[src/csr_index_defines.svh]
/* Global widths and constants of the CSR index engine.
   Included by the package and by the testbench. */

`ifndef CSR_INDEX_DEFINES_SVH
`define CSR_INDEX_DEFINES_SVH

// Width of one response data word
`define CSR_DATA_W 32

// Width of an index into the CSR array
`define CSR_INDEX_W 16

// Width of a memory request address
`define CSR_ADDR_W 32

// One bit wider than an index so a full range never wraps
`define CSR_COUNT_W 17

// Bytes per addressed element
`define CSR_WORD_BYTES 4

`endif

[src/csr_index_pkg.sv]
/* Shared types of the CSR index engine: word types, response routing
   tags, configuration field names and generator states. */

`include "csr_index_defines.svh"

package csr_index_pkg;

    typedef logic [`CSR_DATA_W-1:0]  data_t;
    typedef logic [`CSR_INDEX_W-1:0] index_t;
    typedef logic [`CSR_ADDR_W-1:0]  addr_t;

    // Destination of a response word
    typedef enum logic {
        DEST_CONFIG    = 1'b0,
        DEST_GENERATOR = 1'b1
    } csr_dest_e;

    // Field written by a configuration response
    typedef enum logic [1:0] {
        FIELD_INDEX_START = 2'd0,
        FIELD_INDEX_END   = 2'd1,
        FIELD_STRIDE      = 2'd2,
        FIELD_BASE_ADDR   = 2'd3
    } cfg_field_e;

    typedef enum logic [1:0] {
        GEN_IDLE  = 2'd0,
        GEN_ISSUE = 2'd1,
        GEN_DRAIN = 2'd2
    } gen_state_e;

endpackage : csr_index_pkg

[src/csr_index_input_stage.sv]
/* Input register stage. Captures the start strobe and the response stream
   and splits responses into configuration writes and generator returns. */

`timescale 1ns/1ps

module csr_index_input_stage (
    input  logic                       ap_clk,
    input  logic                       areset_csr_engine,
    input  logic                       start_i,
    input  logic                       rsp_valid_i,
    input  csr_index_pkg::csr_dest_e   rsp_dest_i,
    input  csr_index_pkg::cfg_field_e  rsp_field_i,
    input  csr_index_pkg::data_t       rsp_data_i,
    output logic                       start_o,
    output logic                       cfg_wr_o,
    output csr_index_pkg::cfg_field_e  cfg_field_o,
    output csr_index_pkg::data_t       cfg_data_o,
    output logic                       gen_rsp_o
);
    import csr_index_pkg::*;

    // ------------------------------------------------------------
    // Strobes, decoded by destination
    // ------------------------------------------------------------
    always_ff @(posedge ap_clk) begin
        if (areset_csr_engine) begin
            start_o   <= 1'b0;
            cfg_wr_o  <= 1'b0;
            gen_rsp_o <= 1'b0;
        end else begin
            start_o   <= start_i;
            cfg_wr_o  <= rsp_valid_i && (rsp_dest_i == DEST_CONFIG);
            gen_rsp_o <= rsp_valid_i && (rsp_dest_i == DEST_GENERATOR);
        end
    end

    // ------------------------------------------------------------
    // Payload
    // ------------------------------------------------------------
    // Only meaningful alongside cfg_wr_o
    always_ff @(posedge ap_clk) begin
        cfg_field_o <= rsp_field_i;
        cfg_data_o  <= rsp_data_i;
    end

endmodule : csr_index_input_stage

[src/csr_index_config.sv]
/* Configuration block. Stores the index range, stride and base address
   written by configuration responses and flags when all four are set. */

`timescale 1ns/1ps

module csr_index_config (
    input  logic                       ap_clk,
    input  logic                       areset_csr_engine,
    input  logic                       cfg_wr_i,
    input  csr_index_pkg::cfg_field_e  cfg_field_i,
    input  csr_index_pkg::data_t       cfg_data_i,
    output logic                       cfg_ready_o,
    output csr_index_pkg::index_t      index_start_o,
    output csr_index_pkg::index_t      index_end_o,
    output csr_index_pkg::index_t      stride_o,
    output csr_index_pkg::addr_t       base_addr_o
);
    import csr_index_pkg::*;

    // One bit per field, indexed by the field encoding
    logic [3:0] written_q;

    // ------------------------------------------------------------
    // Field write tracking
    // ------------------------------------------------------------
    always_ff @(posedge ap_clk) begin
        if (areset_csr_engine) begin
            written_q <= 4'b0000;
        end else if (cfg_wr_i) begin
            written_q[cfg_field_i] <= 1'b1;
        end
    end

    assign cfg_ready_o = &written_q;

    // ------------------------------------------------------------
    // Field storage
    // ------------------------------------------------------------
    // Index fields keep only the low bits of the word
    always_ff @(posedge ap_clk) begin
        if (cfg_wr_i) begin
            case (cfg_field_i)
                FIELD_INDEX_START: begin
                    index_start_o <= index_t'(cfg_data_i);
                end
                FIELD_INDEX_END: begin
                    index_end_o <= index_t'(cfg_data_i);
                end
                FIELD_STRIDE: begin
                    stride_o <= index_t'(cfg_data_i);
                end
                FIELD_BASE_ADDR: begin
                    base_addr_o <= addr_t'(cfg_data_i);
                end
            endcase
        end
    end

endmodule : csr_index_config

[src/csr_index_generator.sv]
/* Request generator. On an accepted start it walks the index range, issues
   one read per index and raises done once every read has returned. */

`timescale 1ns/1ps

`include "csr_index_defines.svh"

module csr_index_generator (
    input  logic                   ap_clk,
    input  logic                   areset_csr_engine,
    input  logic                   start_i,
    input  logic                   cfg_ready_i,
    input  csr_index_pkg::index_t  index_start_i,
    input  csr_index_pkg::index_t  index_end_i,
    input  csr_index_pkg::index_t  stride_i,
    input  csr_index_pkg::addr_t   base_addr_i,
    input  logic                   rsp_i,
    output logic                   req_valid_o,
    output csr_index_pkg::addr_t   req_addr_o,
    output logic                   done_o
);
    import csr_index_pkg::*;

    gen_state_e state;

    // Job copy of the configuration
    index_t end_q;
    index_t stride_q;
    addr_t  base_q;

    // One extra bit so index plus stride cannot wrap below the end
    logic [`CSR_INDEX_W:0]   cur_index;
    logic [`CSR_COUNT_W-1:0] outstanding;

    logic                  accept;
    logic                  issue;
    logic                  last_issue;
    logic                  rsp_take;
    logic [`CSR_INDEX_W:0] issue_index;
    logic [`CSR_INDEX_W:0] next_index;
    index_t                end_sel;
    index_t                stride_sel;
    addr_t                 base_sel;

    // ------------------------------------------------------------
    // Issue decision
    // ------------------------------------------------------------
    // On accept the first request uses the live configuration directly
    always_comb begin
        accept = (state == GEN_IDLE) && start_i && cfg_ready_i;
        if (accept) begin
            issue_index = {1'b0, index_start_i};
            end_sel     = index_end_i;
            // A zero stride would never leave the range
            stride_sel  = (stride_i == '0) ? index_t'(1) : stride_i;
            base_sel    = base_addr_i;
        end else begin
            issue_index = cur_index;
            end_sel     = end_q;
            stride_sel  = stride_q;
            base_sel    = base_q;
        end
        issue      = (state == GEN_ISSUE) || (accept && (index_start_i < index_end_i));
        next_index = issue_index + {1'b0, stride_sel};
        last_issue = next_index >= {1'b0, end_sel};
        // Stray returns with nothing in flight are dropped
        rsp_take   = rsp_i && (outstanding != '0);
    end

    // ------------------------------------------------------------
    // State machine and done
    // ------------------------------------------------------------
    always_ff @(posedge ap_clk) begin
        if (areset_csr_engine) begin
            state  <= GEN_IDLE;
            done_o <= 1'b0;
        end else begin
            case (state)
                GEN_IDLE: begin
                    if (accept && issue) begin
                        done_o <= 1'b0;
                        state  <= last_issue ? GEN_DRAIN : GEN_ISSUE;
                    end else if (accept) begin
                        // Empty range completes at once
                        done_o <= 1'b1;
                    end
                end
                GEN_ISSUE: begin
                    if (last_issue) begin
                        state <= GEN_DRAIN;
                    end
                end
                GEN_DRAIN: begin
                    if (outstanding == '0) begin
                        done_o <= 1'b1;
                        state  <= GEN_IDLE;
                    end
                end
                default: begin
                    state <= GEN_IDLE;
                end
            endcase
        end
    end

    // ------------------------------------------------------------
    // Outstanding reads and request outputs
    // ------------------------------------------------------------
    always_ff @(posedge ap_clk) begin
        if (areset_csr_engine) begin
            outstanding <= '0;
            req_valid_o <= 1'b0;
        end else begin
            req_valid_o <= issue;
            if (issue && !rsp_take) begin
                outstanding <= outstanding + 1'b1;
            end else if (!issue && rsp_take) begin
                outstanding <= outstanding - 1'b1;
            end
        end
    end

    always_ff @(posedge ap_clk) begin
        if (accept) begin
            end_q    <= index_end_i;
            stride_q <= stride_sel;
            base_q   <= base_addr_i;
        end
        if (issue) begin
            cur_index <= next_index;
        end
        req_addr_o <= base_sel
                    + addr_t'(issue_index[`CSR_INDEX_W-1:0]) * addr_t'(`CSR_WORD_BYTES);
    end

endmodule : csr_index_generator

[src/csr_index_engine.sv]
/* Top level of the CSR index engine. Wires the input stage, the
   configuration block and the request generator together. */

`timescale 1ns/1ps

module csr_index_engine (
    input  logic                       ap_clk,
    input  logic                       areset_csr_engine,
    input  logic                       start_i,
    input  logic                       rsp_valid_i,
    input  csr_index_pkg::csr_dest_e   rsp_dest_i,
    input  csr_index_pkg::cfg_field_e  rsp_field_i,
    input  csr_index_pkg::data_t       rsp_data_i,
    output logic                       req_valid_o,
    output csr_index_pkg::addr_t       req_addr_o,
    output logic                       done_o
);
    import csr_index_pkg::*;

    // Input stage outputs
    logic       start_q;
    logic       cfg_wr;
    cfg_field_e cfg_field;
    data_t      cfg_data;
    logic       gen_rsp;

    // Configuration block outputs
    logic   cfg_ready;
    index_t index_start;
    index_t index_end;
    index_t stride;
    addr_t  base_addr;

    // ------------------------------------------------------------
    // Blocks
    // ------------------------------------------------------------
    csr_index_input_stage csr_index_input_stage_inst (
        .ap_clk            (ap_clk),
        .areset_csr_engine (areset_csr_engine),
        .start_i           (start_i),
        .rsp_valid_i       (rsp_valid_i),
        .rsp_dest_i        (rsp_dest_i),
        .rsp_field_i       (rsp_field_i),
        .rsp_data_i        (rsp_data_i),
        .start_o           (start_q),
        .cfg_wr_o          (cfg_wr),
        .cfg_field_o       (cfg_field),
        .cfg_data_o        (cfg_data),
        .gen_rsp_o         (gen_rsp)
    );

    csr_index_config csr_index_config_inst (
        .ap_clk            (ap_clk),
        .areset_csr_engine (areset_csr_engine),
        .cfg_wr_i          (cfg_wr),
        .cfg_field_i       (cfg_field),
        .cfg_data_i        (cfg_data),
        .cfg_ready_o       (cfg_ready),
        .index_start_o     (index_start),
        .index_end_o       (index_end),
        .stride_o          (stride),
        .base_addr_o       (base_addr)
    );

    csr_index_generator csr_index_generator_inst (
        .ap_clk            (ap_clk),
        .areset_csr_engine (areset_csr_engine),
        .start_i           (start_q),
        .cfg_ready_i       (cfg_ready),
        .index_start_i     (index_start),
        .index_end_i       (index_end),
        .stride_i          (stride),
        .base_addr_i       (base_addr),
        .rsp_i             (gen_rsp),
        .req_valid_o       (req_valid_o),
        .req_addr_o        (req_addr_o),
        .done_o            (done_o)
    );

endmodule : csr_index_engine

[config.mk]
export PLATFORM = sky130hd
export DESIGN_NAME = csr_index_engine
export DESIGN_NICKNAME = d
export VERILOG_FILES = /design/src/csr_index_pkg.sv /design/src/csr_index_input_stage.sv /design/src/csr_index_config.sv /design/src/csr_index_generator.sv /design/src/csr_index_engine.sv
export VERILOG_INCLUDE_DIRS = /design/src
export SDC_FILE = /design/constraint.sdc
export NUM_CORES = 1
export LEC_CHECK = 0
export BUFFER_PORTS_ARGS = -buffer_cell sky130_fd_sc_hd__buf_2
export CORE_MARGIN = 1
export CORE_UTILIZATION = 25
export DETAILED_ROUTE_END_ITERATION = 16
export PLACE_DENSITY = 0.37
export SLEW_MARGIN = 20
export SYNTH_ARGS = -nofsm -noshare
export SYNTH_HDL_FRONTEND = slang
export SYNTH_SLANG_ARGS = --single-unit
[constraint.sdc]
create_clock -name ap_clk -period 6.2 [get_ports ap_clk]
set_clock_uncertainty 0.1 [all_clocks]
set_input_delay 0.62 -clock ap_clk [delete_from_list [all_inputs] [get_ports ap_clk]]
set_output_delay 0.62 -clock ap_clk [all_outputs]
set_load 0.02 [all_outputs]
==> metrics, run 1 <==
Switching Power=1.43 mW; number of flops mapped to enable cells by yosys=115; crit path capture type=register; core area=44,300 um^2; CTS Buf Count=31; Setup crit start kind=register; total wire length=28.1 mm; DRC Markers=0; PwrDens=372 nW/um^2; final hold vios=0; Critical Path RT=6.56 ns; syn avg cell area=~11 um^2; CTS tree=yes; non-filler cells, final=1,764; critical path peak fanout=18; Post-synth top cells=nand2_1, dfxtp_1, edfxtp_1; P_int=between 3 and 4 mW; FMAX=187 MHz; drt wl/cell=15.9 um; Nets=1,268; Routed Antenna Nets=0; Seq pwr share=37.7%; Max Buffers Root-to-Sink=3; Distinct cells, synth=between 60 and 70; Primary FF master, synth=dfxtp_1; TritonRoute pass-1 iters=7; Placer Congestion=0.776; worst skew pair latency=0.58 ns; chip width=214 um; Final Util=30.3%; clock group share of total power=39.6%; antenna violations before repair=0; worst vdd ir=~0.23 mV; Synth area leaders=edfxtp_1, dfxtp_1, ha_1; Worst-path clk slew=0.06 ns; # setup viols final=0; Detailed Place HPWL=20.3 mm; total congestion overflow=0; Hold WS=0.0433 ns; combinational share of power=22.7%; Area Growth Syn to Fin=19.5%; post-synthesis async set-or-reset flop share=0%; vias in the first global route=slightly below 8,000; top-count cell post-synth=nand2_1; Hold Path Class=primary input to register; Setup TNS=0 ns; max cap viols=0; Synth Cell Area=~11,000 um^2; sw frac=roughly 29%; Syn. warnings=0; Via Count=7,724; register bit total from synthesis=253; I/O pin cnt=73; critical path class=register to register; Placed Cells incl. Taps=1,706; H-tree depth=1; Post-CTS Repair Setup Buffers=0; Leakage=5.70 nW; Final Critical Period=5.36 ns; Ant. Diodes=0; DRT iter0 DRCs=between 300 and 400; largest net degree at the start of global routing=48; Final Cycle Share=~86%; Final Max Tran Viols=0; first-pass GRT wire length=43.7 mm; layout cell share with drive strength beyond 1=13.1%; Synthesized Nets=1,183; Post-Synthesis Cells=1,062; WP data arrival=between 5 and 6 ns; CTS Hold Bufs=0; placed inst area=12,300 um^2; status=finished clean; RSZ-0062 raised after global routing=no; site row count=77; Final Instance Area=13,400 um^2; root buf cell=clkbuf_16; Via density=4.38; sequential share of the synthesized area=a little under three fifths; GRT Util Overall=12.2%; Initial Util=around a quarter; Die Y=214 um; post-synth top area cell=edfxtp_1; post-CTS sizing=0; Worst Max-Slew Pin Slew=a little over 1 ns; Yosys top cell area share=roughly 31%; die area=45,800 um^2; IO buf count=72; Sink Count=253; Max transition margin=a little under a third
## flip-flops by register name, summed over array words and instances, names as in the netlist
register                                cells
csr_index_config_inst.stride_o             16
csr_index_input_stage_inst.start_o          1
csr_index_input_stage_inst.cfg_field_o      2
csr_index_input_stage_inst.gen_rsp_o        1
csr_index_config_inst.index_end_o          16
csr_index_config_inst.index_start_o        16
csr_index_generator_inst.state              2
csr_index_input_stage_inst.cfg_data_o      32
csr_index_generator_inst.end_q             16
csr_index_generator_inst.stride_q          16
csr_index_config_inst.base_addr_o          32
csr_index_generator_inst.done_o             1
csr_index_input_stage_inst.cfg_wr_o         1
csr_index_generator_inst.req_valid_o        1
csr_index_generator_inst.req_addr_o        32
csr_index_config_inst.written_q             4
csr_index_generator_inst.cur_index         17
csr_index_generator_inst.base_q            30
csr_index_generator_inst.outstanding       17
## critical path, cell delays in order, from the launching register on
cell and delay [ns]:
edfxtp_1 0.41, ha_1 0.31, and4_1 0.21, a221o_1 0.35, a2111oi_0 0.56, and2_1 0.23, o21bai_2 0.40, ha_1 0.30
inv_1 0.30, fa_1 0.54, a211oi_1 0.37, o2111ai_1 0.21, and2_1 0.21, a21oi_1 0.17, mux2_2 0.36, mux2_2 0.27
## layer usage
layer	GRT usage, %	share of wire [%]
met1	17.2	50
met2	18.9	44
met3	2.06	3.8
met4	3.79	2.1
met5	0	0
## logic make-up (layout without fill, tap and decap cells)
kind of cell / count (synthesis) / in the layout / share of synthesized area, %
DFF: 253 / 253 / 55.3
and+or+nand+nor: 376 / 376 / 15.2
xor gates and xnor gates: 42 / 42 / 3.27
adders and majority gates: 82 / 82 / 9.33
buffers and inverters: 87 / 197 / 3.07
AOI/OAI and AO/OA: 205 / 205 / 12.3
muxes: 17 / 17 / 1.59
## power groups by stage
stage	logic (mW)	registers, mW	clock network [mW]
2_1_floorplan	0.884	1.89	0
3_3_place_gp	1.15	1.92	0
3_5_place_dp	1.13	1.92	0
4_1_cts	1.14	1.88	2.06
5_1_grt	1.26	1.89	2.12
6_report	1.13	1.88	1.98
## stage by stage
stage / power (mW) / setup WS (ns)
floorplan: 2.78 / 1.27
detailed placement: 3.05 / 0.770
global route: 5.28 / 0.366
global placement: 3.07 / 0.854
finish: 5.00 / 0.844
CTS: 5.08 / 0.751
## path summary, 6_finish.rpt
path,from,end,cells after the start,slack (ns)
worst max-delay path,csr_index_config_inst.index_start_o[11],csr_index_generator_inst.outstanding[16],15,0.84
worst min-delay path,rsp_data_i[0],csr_index_input_stage_inst.cfg_data_o[0],1,0.04
worst max register to register,csr_index_config_inst.index_start_o[11],csr_index_generator_inst.outstanding[16],15,0.84
worst min register to register,csr_index_input_stage_inst.cfg_data_o[21],csr_index_config_inst.base_addr_o[21],0,0.30
## cells in the final DEF (no fill, tap or decap), types with 15 or more instances in the layout
| cell type | Yosys | final |
|---|---|---|
| buf_2 | 0 | 72 |
| inv_1 | 57 | 57 |
| ha_1 | 79 | 79 |
| edfxtp_1 | 115 | 115 |
| a21oi_1 | 59 | 59 |
| nor2_1 | 61 | 61 |
| dfxtp_1 | 138 | 138 |
| o21a_1 | 17 | 17 |
| nand2_1 | 201 | 201 |
| a21o_1 | 16 | 16 |
| nand3_1 | 16 | 16 |
| nor4_1 | 15 | 15 |
| clkbuf_16 | 0 | 32 |
| o21ai_0 | 32 | 32 |
| xnor2_1 | 30 | 30 |
| nor3_1 | 16 | 16 |
## final cells by class
type	instances	area (um^2)
Fill cell	4617	30900
Sequential cell	253	6220
Multi-Input combinational cell	722	4690
Clock buffer	40	881
Tap cell	592	741
Timing Repair Buffer	81	428
Clock inverter	18	256
Inverter	58	218
Note: power is estimated with default switching activity, not from simulation.
==> inputs of run 2 (changes only) <==
CORE_UTILIZATION = 55   (was 25)
PLACE_DENSITY = 0.7   (was 0.37)
==> metrics, run 2 (synthesis results as in run 1) <==
Initial Util=57.0% (+32 points); vias in the first global route=7,418 (-3.6%); worst skew pair latency=0.54 ns (-0.04 ns); DRC Markers=0 (unchanged); most common cell after layout, fill and taps aside=nand2_1; non-filler cells, final=1,428 (-19%); # fillers=1,594 (-65%); status=finished clean; Die Y=145 um (-32%); chip width=145 um (-32%); worst vdd ir=0.296 mV (+29%); Setup crit start kind=register; crit path capture type=register; Ant. Diodes=0 (unchanged); Via density=5.49 (+25%); Area Growth Syn to Fin=14.3%; site row count=51 (-34%); worst reg2reg startpoint=csr_index_generator_inst.state[1]; combinational share of power=23.3% (+0.6 points); Final Critical Period=5.16 ns (-0.200 ns); Final Max Tran Viols=0 (unchanged); core area=19,700 um^2 (-56%); Placed Cells incl. Taps=1,378 (-19%); die area=21,000 um^2 (-54%); FMAX=194 MHz (+3.9%); Nets=1,263 (-0.39%); Cell Chain, Critical Path=or4_4 -> buf_4 -> a2111oi_0 -> and2_1 -> o21bai_1 -> ha_1 -> inv_1 -> fa_1 -> a211oi_1 -> o2111ai_1 -> and2_1 -> a21oi_1 -> mux2_2 -> mux2_2; sw frac=27.8% (-0.79 points); H-tree depth=1 (unchanged); I/O pin cnt=73 (unchanged); total wire length=22.9 mm (-19%); critical path peak fanout=34 (+16); CP peak stage delay=0.67 ns (+0.11 ns); first-pass GRT wire length=37.5 mm (-14%); WP data arrival=5.48 ns (-0.24 ns); PwrDens=365 nW/um^2 (-1.8%); Critical Path RT=6.53 ns (-0.03 ns); CTS Hold Bufs=0 (unchanged); Seq pwr share=40.0% (+2.3 points); Final Cycle Share=83.2% (-3.2 points); Setup TNS=0 ns (unchanged); IO buf count=72 (unchanged); root buf cell=clkbuf_16; Sink Count=253 (unchanged); worst setup path startpoint=csr_index_generator_inst.state[1]; max cap viols=0 (unchanged); clock group share of total power=36.7% (-2.9 points); P_int=3.39 mW (-5.1%); Switching Power=1.30 mW (-8.7%); drt wl/cell=16.0 um (+0.48%); critical path class=register to register; antenna violations before repair=0 (unchanged); post-CTS sizing=0 (unchanged); total congestion overflow=0 (unchanged); Hold Startpoint=rsp_data_i[2]; TritonRoute pass-1 iters=5 (-2); Placer Congestion=0.878 (+13%); Worst Max-Slew Pin Slew=1.05 ns (+0.0314 ns); Via Count=7,840 (+1.5%); highest-delay cell along the critical path=or4_4; Detailed Place HPWL=16.1 mm (-20%); Routed Antenna Nets=0 (unchanged); largest net degree at the start of global routing=51 (+6.3%); Worst-path clk slew=0.06 ns (about the same); CTS tree=yes; Post-CTS Repair Setup Buffers=0 (unchanged); RSZ-0062 raised after global routing=no; CTS Buf Count=27 (-13%); # setup viols final=0 (unchanged); final hold vios=0 (unchanged); Hold Path Class=primary input to register; commonest cells after routing, fill and taps aside=nand2_1, dfxtp_1, edfxtp_1, ha_1, buf_2; layout cell share with drive strength beyond 1=12.5% (-0.59 points); Max Buffers Root-to-Sink=3 (unchanged); GRT Util Overall=22.1% (+10 points); top flop regs=csr_index_config_inst.base_addr_o x32, csr_index_generator_inst.req_addr_o x32, csr_index_input_stage_inst.cfg_data_o x32; Leakage=5.62 nW (-1.4%); DRT iter0 DRCs=627 (+58%); Max transition margin=29.8% (-2.1 points)
-- run 2: changes by cell type in the layout (fill, tap and decap cells not counted), moves of 2 or more --
cell       before  now
clkinv_2        3    5
clkbuf_16      32   28
clkbuf_8        5    3
clkinv_1        3    1
-- run 2: critical path: cells and delay by family, from the launching register on --
family / cells / cell delay, ns
AOI/OAI and AO/OA: 5 / 1.48
adders and majority gates: 2 / 0.76
buffers and inverters: 2 / 0.59
DFF: 1 / 0.36
muxes: 2 / 0.61
and+or+nand+nor: 3 / 1.11
-- run 2: final cells by class --
type                            count  area, um^2  share of cell area [%]
Timing Repair Buffer               80         420                    3.27
Inverter                           58         218                    1.69
Multi-Input combinational cell    722        4690                    36.5
Clock inverter                     16         221                    1.72
Tap cell                          265         332                    2.58
Sequential cell                   253        6220                    48.4
Clock buffer                       34         753                    5.86
-- run 2: power by group through the flow --
stage | clock (mW) | combinational, mW | sequential, mW
after global routing | 1.83 | 1.22 | 1.89
after detailed placement | 0 | 1.08 | 1.91
after CTS | 1.75 | 1.09 | 1.88
after floorplan | 0 | 0.884 | 1.89
final | 1.72 | 1.09 | 1.88
after global placement | 0 | 1.07 | 1.91
-- run 2: path summary, 6_finish.rpt --
path	end	slack (ns)	depth (start not counted)
worst max-delay path	csr_index_generator_inst.outstanding[16]	1.04	14
worst min-delay path	csr_index_input_stage_inst.cfg_data_o[2]	0.08	1
worst max register to register	csr_index_generator_inst.outstanding[16]	1.04	14
worst min register to register	csr_index_config_inst.base_addr_o[24]	0.30	0
-- run 2: layer usage --
layer / vias to the layer above / part of all wire [%] / track usage (%)
met5: - / 0 / 0
met4: 0 / 2.2 / 6.17
met3: 36 / 6.1 / 3.43
met2: 220 / 42 / 33.6
met1: 3637 / 49 / 32.7
li1: 3947 / - / -
-- run 2: metrics by stage --
stage	area [um^2]	util, %	power (mW)	hold slack, ns	setup WS, ns
floorplan	11200	-	2.78	0.286	1.27
global placement	11900	60.2	2.98	0.287	1.31
detailed placement	11900	60.2	2.99	0.289	1.12
CTS	12800	65.2	4.71	0.0643	1.08
global route	12800	65.2	4.94	0.0614	0.776
finish	12800	65.2	4.69	0.0798	1.04
